`config.mk`:
```
export PLATFORM = sky130hd
export DESIGN_NAME = fsqTop
export DESIGN_NICKNAME = d
export VERILOG_FILES = /design/src/logic/fsqPkg.sv /design/src/logic/fsqCacheIssue.sv /design/src/logic/fsqCommit.sv /design/src/logic/fsqEnqueue.sv /design/src/logic/fsqStreamRam.sv /design/src/logic/fsqTop.sv
export VERILOG_INCLUDE_DIRS = /design/src /design/src/logic
export SDC_FILE = /design/constraint.sdc
export NUM_CORES = 1
export LEC_CHECK = 0
export ABC_AREA = 1
export ABC_CLOCK_PERIOD_IN_PS = 5850
export BUFFER_PORTS_ARGS = -buffer_cell sky130_fd_sc_hd__buf_2
export CAP_MARGIN = 10
export CELL_PAD_IN_SITES_DETAIL_PLACEMENT = 0
export CELL_PAD_IN_SITES_GLOBAL_PLACEMENT = 1
export CORE_UTILIZATION = 46
export CTS_CLUSTER_SIZE = 28
export DETAILED_ROUTE_END_ITERATION = 8
export GPL_ROUTABILITY_DRIVEN = 1
export PLACE_DENSITY_LB_ADDON = 0.1
export SLEW_MARGIN = 15
export SYNTH_ARGS = -nofsm -noshare
export SYNTH_HDL_FRONTEND = slang
export SYNTH_HIERARCHICAL = 1
export SYNTH_SLANG_ARGS = --single-unit
```
`constraint.sdc`:
```
create_clock -name clk -period 5.85 [get_ports clk]
set_input_delay 0.585 -clock clk [delete_from_list [all_inputs] [get_ports clk]]
set_output_delay 0.585 -clock clk [all_outputs]
set_load 0.05 [all_outputs]
```
`src/logic/fsq_cfg.svh`:
```
`ifndef FSQ_CFG_SVH
`define FSQ_CFG_SVH

// queue index bits, 8 entries
`define FSQ_WIDTH 3
`define FSQ_SIZE (1 << `FSQ_WIDTH)

// virtual address width
`define VADDR_SIZE 32

// offset of an instruction inside a fetch block
`define PREDICTION_WIDTH 3

// committed instructions per cycle, 0 to 4
`define COMMIT_WIDTH 3

`endif

```
`src/logic/fsqPkg.sv`:
```
`include "fsq_cfg.svh"

package fsqPkg;

    typedef logic [`FSQ_WIDTH-1:0] fsqIdxT;
    typedef logic [`VADDR_SIZE-1:0] addrT;
    typedef logic [`PREDICTION_WIDTH-1:0] offsetT;

    // dir flips every time idx wraps around
    typedef struct packed {
        logic dir;
        fsqIdxT idx;
    } fsqPtrT;

    // size is the offset of the last instruction
    typedef struct packed {
        addrT startAddr;
        offsetT size;
        addrT target;
    } fetchStreamT;

    typedef struct packed {
        logic en;
        fsqIdxT idx;
        offsetT offset;
        addrT target;
    } redirectT;

    typedef struct packed {
        logic valid;
        fsqIdxT idx;
        fetchStreamT stream;
    } cacheReqT;

    typedef struct packed {
        logic valid;
        fsqIdxT idx;
        addrT startAddr;
        offsetT size;
    } updateT;

    typedef struct packed {
        logic en;
        addrT target;
    } squashT;

endpackage

```
`src/logic/fsqCacheIssue.sv`:
```
`timescale 1ns/1ns
`include "fsq_cfg.svh"

module fsqCacheIssue (
    input  logic clk,
    input  logic rst,
    input  fsqPkg::fsqPtrT tail,
    input  logic cacheReady,
    input  fsqPkg::redirectT redirect,
    input  fsqPkg::fetchStreamT searchStream,
    output fsqPkg::fsqIdxT searchIdx,
    output fsqPkg::cacheReqT cacheReq
);

    fsqPkg::fsqPtrT searchHead;
    fsqPkg::fsqPtrT redirPtr;
    fsqPkg::fsqPtrT redirNext;
    logic [`FSQ_WIDTH:0] unissued;
    logic issue;
    logic reqValid;
    fsqPkg::fsqIdxT reqIdx;
    fsqPkg::fetchStreamT reqStream;

    assign issue = (searchHead != tail) & cacheReady & ~redirect.en;
    assign searchIdx = searchHead.idx;

    // redirected entry lies behind tail, so its lap follows from tail
    always_comb begin
        redirPtr.idx = redirect.idx;
        redirPtr.dir = (redirect.idx < tail.idx) ? tail.dir : ~tail.dir;
        redirNext = fsqPkg::fsqPtrT'(redirPtr + 1'b1);
    end

    always_ff @(posedge clk or posedge rst) begin
        if (rst) begin
            searchHead <= '0;
        end else if (redirect.en) begin
            searchHead <= redirNext;
        end else if (issue) begin
            searchHead <= fsqPkg::fsqPtrT'(searchHead + 1'b1);
        end
    end

    always_ff @(posedge clk or posedge rst) begin
        if (rst) begin
            reqValid <= 1'b0;
        end else begin
            reqValid <= issue;
        end
    end

    always_ff @(posedge clk) begin
        if (issue) begin
            reqIdx <= searchHead.idx;
            reqStream <= searchStream;
        end
    end

    assign cacheReq.valid = reqValid;
    assign cacheReq.idx = reqIdx;
    assign cacheReq.stream = reqStream;

    // streams between search head and tail, never more than the depth
    assign unissued = tail - searchHead;

    assert property (@(posedge clk) disable iff (rst)
        unissued <= `FSQ_SIZE)
        else $error("search head passed the tail");

endmodule

```
`src/logic/fsqCommit.sv`:
```
`timescale 1ns/1ns
`include "fsq_cfg.svh"

module fsqCommit (
    input  logic clk,
    input  logic rst,
    input  logic [`COMMIT_WIDTH-1:0] commitCnt,
    input  fsqPkg::fetchStreamT commitStream,
    output fsqPkg::fsqPtrT commitHead,
    output fsqPkg::updateT update
);

    logic [`COMMIT_WIDTH:0] pending;
    logic [`COMMIT_WIDTH:0] streamLen;
    logic retire;
    logic updValid;
    fsqPkg::fsqIdxT updIdx;
    fsqPkg::addrT updAddr;
    fsqPkg::offsetT updSize;

    // instructions in the head stream
    assign streamLen = (`COMMIT_WIDTH+1)'(commitStream.size) + 1'b1;

    // head is done once every instruction up to size is committed
    assign retire = pending > (`COMMIT_WIDTH+1)'(commitStream.size);

    always_ff @(posedge clk or posedge rst) begin
        if (rst) begin
            pending <= '0;
        end else begin
            pending <= pending + (`COMMIT_WIDTH+1)'(commitCnt) - (retire ? streamLen : '0);
        end
    end

    always_ff @(posedge clk or posedge rst) begin
        if (rst) begin
            commitHead <= '0;
        end else if (retire) begin
            commitHead <= fsqPkg::fsqPtrT'(commitHead + 1'b1);
        end
    end

    always_ff @(posedge clk or posedge rst) begin
        if (rst) begin
            updValid <= 1'b0;
        end else begin
            updValid <= retire;
        end
    end

    // predictor update carries the retired stream
    always_ff @(posedge clk) begin
        if (retire) begin
            updIdx <= commitHead.idx;
            updAddr <= commitStream.startAddr;
            updSize <= commitStream.size;
        end
    end

    assign update.valid = updValid;
    assign update.idx = updIdx;
    assign update.startAddr = updAddr;
    assign update.size = updSize;

    // backend never runs far ahead of the retiring streams
    assert property (@(posedge clk) disable iff (rst)
        pending <= 12)
        else $error("pending commit count exceeded 12");

endmodule

```
`src/logic/fsqEnqueue.sv`:
```
`timescale 1ns/1ns
`include "fsq_cfg.svh"

module fsqEnqueue (
    input  logic clk,
    input  logic rst,
    input  logic predEn,
    input  fsqPkg::redirectT redirect,
    input  fsqPkg::fsqPtrT commitHead,
    output fsqPkg::fsqPtrT tail,
    output logic predStall,
    output logic wrEn,
    output fsqPkg::squashT squash
);

    fsqPkg::fsqPtrT redirPtr;
    fsqPkg::fsqPtrT redirNext;
    logic full;
    logic squashEn;
    fsqPkg::addrT squashTarget;
    logic [`FSQ_WIDTH:0] occupancy;

    // same index on different laps
    assign full = (tail.idx == commitHead.idx) && (tail.dir != commitHead.dir);
    assign predStall = full;

    // no enqueue while the backend redirects
    assign wrEn = predEn & ~full & ~redirect.en;

    // lap of the redirected entry, seen from the commit head
    always_comb begin
        redirPtr.idx = redirect.idx;
        redirPtr.dir = (redirect.idx >= commitHead.idx) ? commitHead.dir : ~commitHead.dir;
        redirNext = fsqPkg::fsqPtrT'(redirPtr + 1'b1);
    end

    always_ff @(posedge clk or posedge rst) begin
        if (rst) begin
            tail <= '0;
        end else if (redirect.en) begin
            // younger streams are dropped
            tail <= redirNext;
        end else if (wrEn) begin
            tail <= fsqPkg::fsqPtrT'(tail + 1'b1);
        end
    end

    always_ff @(posedge clk or posedge rst) begin
        if (rst) begin
            squashEn <= 1'b0;
        end else begin
            squashEn <= redirect.en;
        end
    end

    always_ff @(posedge clk) begin
        if (redirect.en) begin
            squashTarget <= redirect.target;
        end
    end

    assign squash.en = squashEn;
    assign squash.target = squashTarget;

    // streams between commit head and tail
    assign occupancy = tail - commitHead;

    // commit head never passes the tail
    assert property (@(posedge clk) disable iff (rst)
        occupancy <= `FSQ_SIZE)
        else $error("queue occupancy exceeded its depth");

endmodule

```
`src/logic/fsqStreamRam.sv`:
```
`timescale 1ns/1ns
`include "fsq_cfg.svh"

module fsqStreamRam (
    input  logic clk,
    input  logic rst,
    input  logic wrEn,
    input  fsqPkg::fsqIdxT wrIdx,
    input  fsqPkg::fetchStreamT wrStream,
    input  fsqPkg::redirectT redirect,
    input  fsqPkg::fsqIdxT searchIdx,
    input  fsqPkg::fsqIdxT commitIdx,
    output fsqPkg::fetchStreamT searchStream,
    output fsqPkg::fetchStreamT commitStream
);

    fsqPkg::fetchStreamT mem [0:`FSQ_SIZE-1];

    always_ff @(posedge clk) begin
        if (wrEn) begin
            mem[wrIdx] <= wrStream;
        end
        // resolved branch fixes the block end and target
        if (redirect.en) begin
            mem[redirect.idx].size <= redirect.offset;
            mem[redirect.idx].target <= redirect.target;
        end
    end

    // search port feeds the cache, commit port feeds retirement
    assign searchStream = mem[searchIdx];
    assign commitStream = mem[commitIdx];

    // enqueue is held off during a redirect, so the two writes never meet
    assert property (@(posedge clk) disable iff (rst)
        !(wrEn && redirect.en))
        else $error("enqueue write collided with a redirect patch");

endmodule

```
`src/logic/fsqTop.sv`:
```
`timescale 1ns/1ns
`include "fsq_cfg.svh"

module fsqTop (
    input  logic clk,
    input  logic rst,
    input  logic predEn,
    input  fsqPkg::fetchStreamT predStream,
    output logic predStall,
    input  logic cacheReady,
    output fsqPkg::cacheReqT cacheReq,
    input  fsqPkg::redirectT redirect,
    input  logic [`COMMIT_WIDTH-1:0] commitCnt,
    output fsqPkg::squashT squash,
    output fsqPkg::updateT update
);

    fsqPkg::fsqPtrT tail;
    fsqPkg::fsqPtrT commitHead;
    logic wrEn;
    fsqPkg::fsqIdxT searchIdx;
    fsqPkg::fetchStreamT searchStream;
    fsqPkg::fetchStreamT commitStream;

    fsqEnqueue enq0 (
        .clk(clk),
        .rst(rst),
        .predEn(predEn),
        .redirect(redirect),
        .commitHead(commitHead),
        .tail(tail),
        .predStall(predStall),
        .wrEn(wrEn),
        .squash(squash)
    );

    fsqStreamRam ram0 (
        .clk(clk),
        .rst(rst),
        .wrEn(wrEn),
        .wrIdx(tail.idx),
        .wrStream(predStream),
        .redirect(redirect),
        .searchIdx(searchIdx),
        .commitIdx(commitHead.idx),
        .searchStream(searchStream),
        .commitStream(commitStream)
    );

    fsqCacheIssue issue0 (
        .clk(clk),
        .rst(rst),
        .tail(tail),
        .cacheReady(cacheReady),
        .redirect(redirect),
        .searchStream(searchStream),
        .searchIdx(searchIdx),
        .cacheReq(cacheReq)
    );

    fsqCommit commit0 (
        .clk(clk),
        .rst(rst),
        .commitCnt(commitCnt),
        .commitStream(commitStream),
        .commitHead(commitHead),
        .update(update)
    );

endmodule

```
# After elaboration in Yosys (flattened, before gate mapping)

Memories as Yosys holds them, arrays and structs flattened. A register that Yosys moved wholly into a read port is not among the register bits.
Cells that the tools add are included.

Memory bits (writable): 536
Register bits after elaboration: 92
Output and inout port bits: 144
Input bits: 113
Memories: 1

Memory list:

| memory   | words | bits a word | rd ports | clocked after memory_dff | write ports | line               | source |
|---|---|---|---|---|---|---|---|
| ram0.mem | 8     | 67          | 2        | 1                        | 1           | fsqStreamRam.sv:17 | `` fsqPkg::fetchStreamT mem [0:`FSQ_SIZE-1]; `` |

Order comparisons: 3
Bitwise logic cells: 8
Add/sub/neg operators: 8
Reductions and logical operators: 4
Multiplexer cells: 14
Eq/ne operators: 3

Operators with widths:

| cell                | number |
|---|---|
| $mux 67             | 1 |
| $reduce_or 67->1    | 1 |
| $add 4x1->4 const B | 5 |
| $mux 4              | 5 |
| $mux 1              | 6 |
| $add 3x1->4 const B | 1 |
| $add 4x3->4         | 1 |
| $and 1x1->1         | 4 |
| $gt 4x3->1          | 1 |
| $ne 4x4->1          | 1 |
| $not 1->1           | 4 |
| $reduce_bool 2->1   | 2 |
| $sub 4x4->4         | 1 |
| $eq 3x3->1          | 1 |
| $ge 3x3->1          | 1 |
| $lt 3x3->1          | 1 |
| $mux 3              | 1 |
| $mux 2              | 1 |
| $logic_and 1x1->1   | 1 |
| $ne 1x1->1          | 1 |

# Depth between registers and ports, before layout

Word-level depth: 8
Mapped depth: 25

# Cells and area by module

The synthesis kept the hierarchy.

By module, submodules not included:

| module        | seq. area each (sq um) | instances | cells each | area each (sq um) |
|---|---|---|---|---|
| fsqStreamRam  | 16095.4                | 1         | 4300       | 32160.8 |
| fsqCacheIssue | 2227.1                 | 1         | 137        | 2590.0 |
| fsqCommit     | 1366.3                 | 1         | 118        | 1813.0 |
| fsqEnqueue    | 1086.0                 | 1         | 99         | 1453.9 |

# Worst setup path before layout

OpenSTA, ideal clock, no wires.

Kind: register -> register
Start point: register enq0/tail[3] (netlist name)
End point: memory ram0/mem[1][0] (netlist name), enable pin
Period minus slack after synthesis: 4279 ps
Cell stages (with the launch flop): 8
Setup slack: 1571 ps
Data arrival time: 3803 ps
Setup time: 476 ps
Buffers on the path: 0
Path through: dfrtp_1 -> xnor2_1 -> nor2_1 -> nand2_1 -> nand2_2 -> nor2_1 -> nand2_4 -> o21ai_0

Word-level cells in the longest chain between the ends: 8

RTL lines:

| what                         | line               | source |
|---|---|---|
| $ne 1x1->1                   | fsqEnqueue.sv:24   | `assign full = (tail.idx == commitHead.idx) && (tail.dir != commitHead.dir);` |
| $logic_and 1x1->1            | fsqEnqueue.sv:24   |  |
| $not 1->1                    | fsqEnqueue.sv:28   | `assign wrEn = predEn & ~full & ~redirect.en;` |
| $and 1x1->1 (2 in a row)     | fsqEnqueue.sv:28   |  |
| via wrEn                     | fsqTop.sv:20       | `logic wrEn;` |
| $mux 1                       | fsqStreamRam.sv:20 | `if (wrEn) begin` |
| $mux 1 (not written as such) | fsqStreamRam.sv:21 | `mem[wrIdx] <= wrStream;` |
| $mux 2 (no line)             | --                 |  |
| end: declaration             | fsqStreamRam.sv:17 |  |

The timed path passes the listed nets, and every way through them passes these cells.

==> run_results.csv <==
group,metric,value,unit
run_status,outcome,"completed",
yosys,synth_fp_nets,4211,
sta,period_share,66.76,%
clock_network,clk_latency,0.63,ns
sta,timing.fmax,256.1,MHz
sta,fin_crit,3.905,ns
setup_path,cp_max_fo,41,
min_path,hold_depth,1,
placement,hpwl,56820,um
drt,route.detailed.wl_per_inst,19.90,um
sta,finalClockSkew,0.02027,ns
drt,drt-total-wl,105400,um
sta,maxSlewViolCount,0,
cells_and_area,ff_latch_area,0.02079,mm^2
setup_path,cp.arrival,4.34,ns
sta,setup_tns,0,ns
setup_path,reg2reg_depth,11,
pwr,power.switching,7478,uW
yosys,synthCells,4079,
setup_path,rrSetupSlack,1.94,ns
clock_network,cts_tree,"built",
clock_network,clock_path_buffers,3,
min_path,hold_end,"ram0/mem[6][56]$_DFFE_PN_",
drt,vias_per_cell,5.069,
pwr,p_int,10790,uW
yosys,ys_warn_count,6,
cells_and_area,multi_input_area,0.01102,mm^2
min_path,hold_start,"predStream[56]",
clock_network,numCtsBuffers,80,
floorplanning,die_area,0.07860,mm^2
pwr,p_leak,0.01799,uW
sta,hold_violations,0,
sta,setup_viol,0,
placement,place_congestion,0.8044,
pwr,clkPwrFrac,25.7,%
global_routing,antenna_found_initial,9,
setup_path,crit_path_start_kind,"register",
global_routing,grt_overflow,0,
pwr,p_sw_share,40.93,%
flow_run,maxCapViolCount,0,
drt,ant_nets,0,
floorplanning,fp.coreArea,0.07633,mm^2
drt,drc,0,
yosys,avgSynthCellArea,8.738,um^2
sta,rsz0062_at_grt,"false",
global_routing,grt_pass1_wl,158100,um
floorplanning,io_pins,257,
sta,hold_slack,0.2397,ns
clock_network,cts-root-buf,"clkbuf_16",
sta,worst_slew_pin_slew,1.081,ns
yosys,netlist_area,0.03564,mm^2
pwr,ir_drop,0.2494,mV
clock_network,cts-htree-levels,3,
min_path,hp-class,"in -> reg",
pwr,combPwrFrac,37.2,%
setup_path,reg2reg_to,"ram0/mem[6][13]$_DFFE_PP_",
floorplanning,rows,101,
global_routing,grt_max_degree,176,
setup_path,reg2reg_from,"commit0/commitHead[2]$_DFFE_PP0P_",
setup_path,critPathCaptureType,"register",
sta,slew_headroom,27.69,%
floorplanning,die_w,280.4,um
global_routing,grt_usage,26.83,%
drt,vias,26850,
cells_and_area,syn_to_final_growth,11.18,%
floorplanning,start_util,46.70,%
setup_path,required,6.29,ns
drt,drt_iter0_drc,2110,
placement,port_buffers,256,
drt,dr.pass1.iters,5,
clock_network,clock_sinks,695,
placement,place_area,0.03717,mm^2
clock_network,path_clk_slew,0.06,ns
cells_and_area,finalNetCount,4334,
floorplanning,die_h,280.4,um
cells_and_area,final_area,0.03963,mm^2
cells_and_area,final_util,51.92,%
cells_and_area,fin_cells,5297,
setup_path,path_class,"reg -> reg",
cells_and_area,fillCellCount,7288,
pwr,seq_power_share,37.0,%
pwr,powerDensity,461.0,mW/mm^2
placement,place_inst,5148,
cells_and_area,drive_gt1_share,12.52,%
global_routing,grt_pass1_vias,25891,
placed cells by master (no fill, tap or decap), types with 15 or more instances in the layout:
master / n
clkbuf_16: 83
buf_4: 48
o21ai_0: 103
ha_1: 16
edfxtp_1: 676
o21ai_2: 69
inv_1: 622
o21ai_1: 120
nand3_1: 429
nor2_1: 15
clkinv_1: 26
nand2_1: 1665
clkbuf_1: 22
buf_2: 256
layout make-up:
cell class / count / share of cell area (%)
clock buffer: 110 / 5.623
sequential: 695 / 52.47
inverter: 638 / 6.078
timing repair buffer: 307 / 4.287
antenna: 3 / 0.01894
tap: 1030 / 3.252
clock inverter: 34 / 0.4704
multi-input combinational: 2480 / 27.80
critical path, stage by stage, from the launching register on:
cell	delay, ns
dfrtp_2	0.35
buf_4	0.54
xor2_1	0.21
nor2_1	0.06
nand2_1	0.09
nand2_2	0.09
nor2_1	0.30
nand2_4	0.22
nor2_4	0.12
buf_4	0.51
nand2_2	0.75
o21ai_0	0.44
power by group through the flow:
stage	combinational (uW)	clock [uW]	sequential (uW)
after floorplan	4150	0	7640
after global placement	6780	0	6880
after detailed placement	6820	0	6880
after CTS	6840	4800	6780
after global routing	7500	4980	6820
final	6800	4700	6770
flip-flops by register name, summed over array words and instances (netlist names), 3 cells and up:
signal              cells
ram0/mem              536
issue0/cacheReq        67
commit0/updAddr        32
enq0/squashTarget      32
commit0/commitHead      4
commit0/pending         4
enq0/tail               4
commit0/updIdx          3
commit0/updSize         3
issue0/reqIdx           3
issue0/searchIdx        3
worst max-delay path by stage:
stage / start / end / slack, ns / cells past startpoint
floorplan: enq0/tail[3]$_DFFE_PP0P_ / ram0/mem[1][0]$_DFFE_PP_ / 1.57 / 7
global placement: commit0/commitHead[2]$_DFFE_PP0P_ / ram0/mem[6][13]$_DFFE_PP_ / 2.01 / 11
detailed placement: commit0/commitHead[2]$_DFFE_PP0P_ / ram0/mem[6][34]$_DFFE_PP_ / 1.90 / 11
CTS: commit0/commitHead[2]$_DFFE_PP0P_ / ram0/mem[6][34]$_DFFE_PP_ / 1.87 / 11
global route: commit0/commitHead[2]$_DFFE_PP0P_ / ram0/mem[6][13]$_DFFE_PP_ / 1.67 / 11
finish: commit0/commitHead[2]$_DFFE_PP0P_ / ram0/mem[6][13]$_DFFE_PP_ / 1.94 / 11
stage by stage:
step | power (uW) | setup WS (ns)
after floorplan | 11790 | 1.571
after global placement | 13660 | 2.012
after detailed placement | 13700 | 1.898
after CTS | 18430 | 1.868
after global routing | 19300 | 1.674
final | 18270 | 1.945
per-layer routing:
layer  GRT usage [%]  part of all wire (%)  vias to the layer above
met1           34.74                    42                    12601
met5               0                 0.036                        -
met2           46.22                    49                      901
met4           9.107                   2.9                        6
met3           3.556                   6.1                      189
li1                -                     -                    13153
timing repair:
item                                    in CTS  in global routing
hold buffers                                 1                  0
gates resized for setup                      0                  0
endpoints found under the setup margin       0                  0
hold endpoints to repair                    19                  0
buffers inserted                             0                  0
Note: power is estimated with default switching activity, not from simulation.
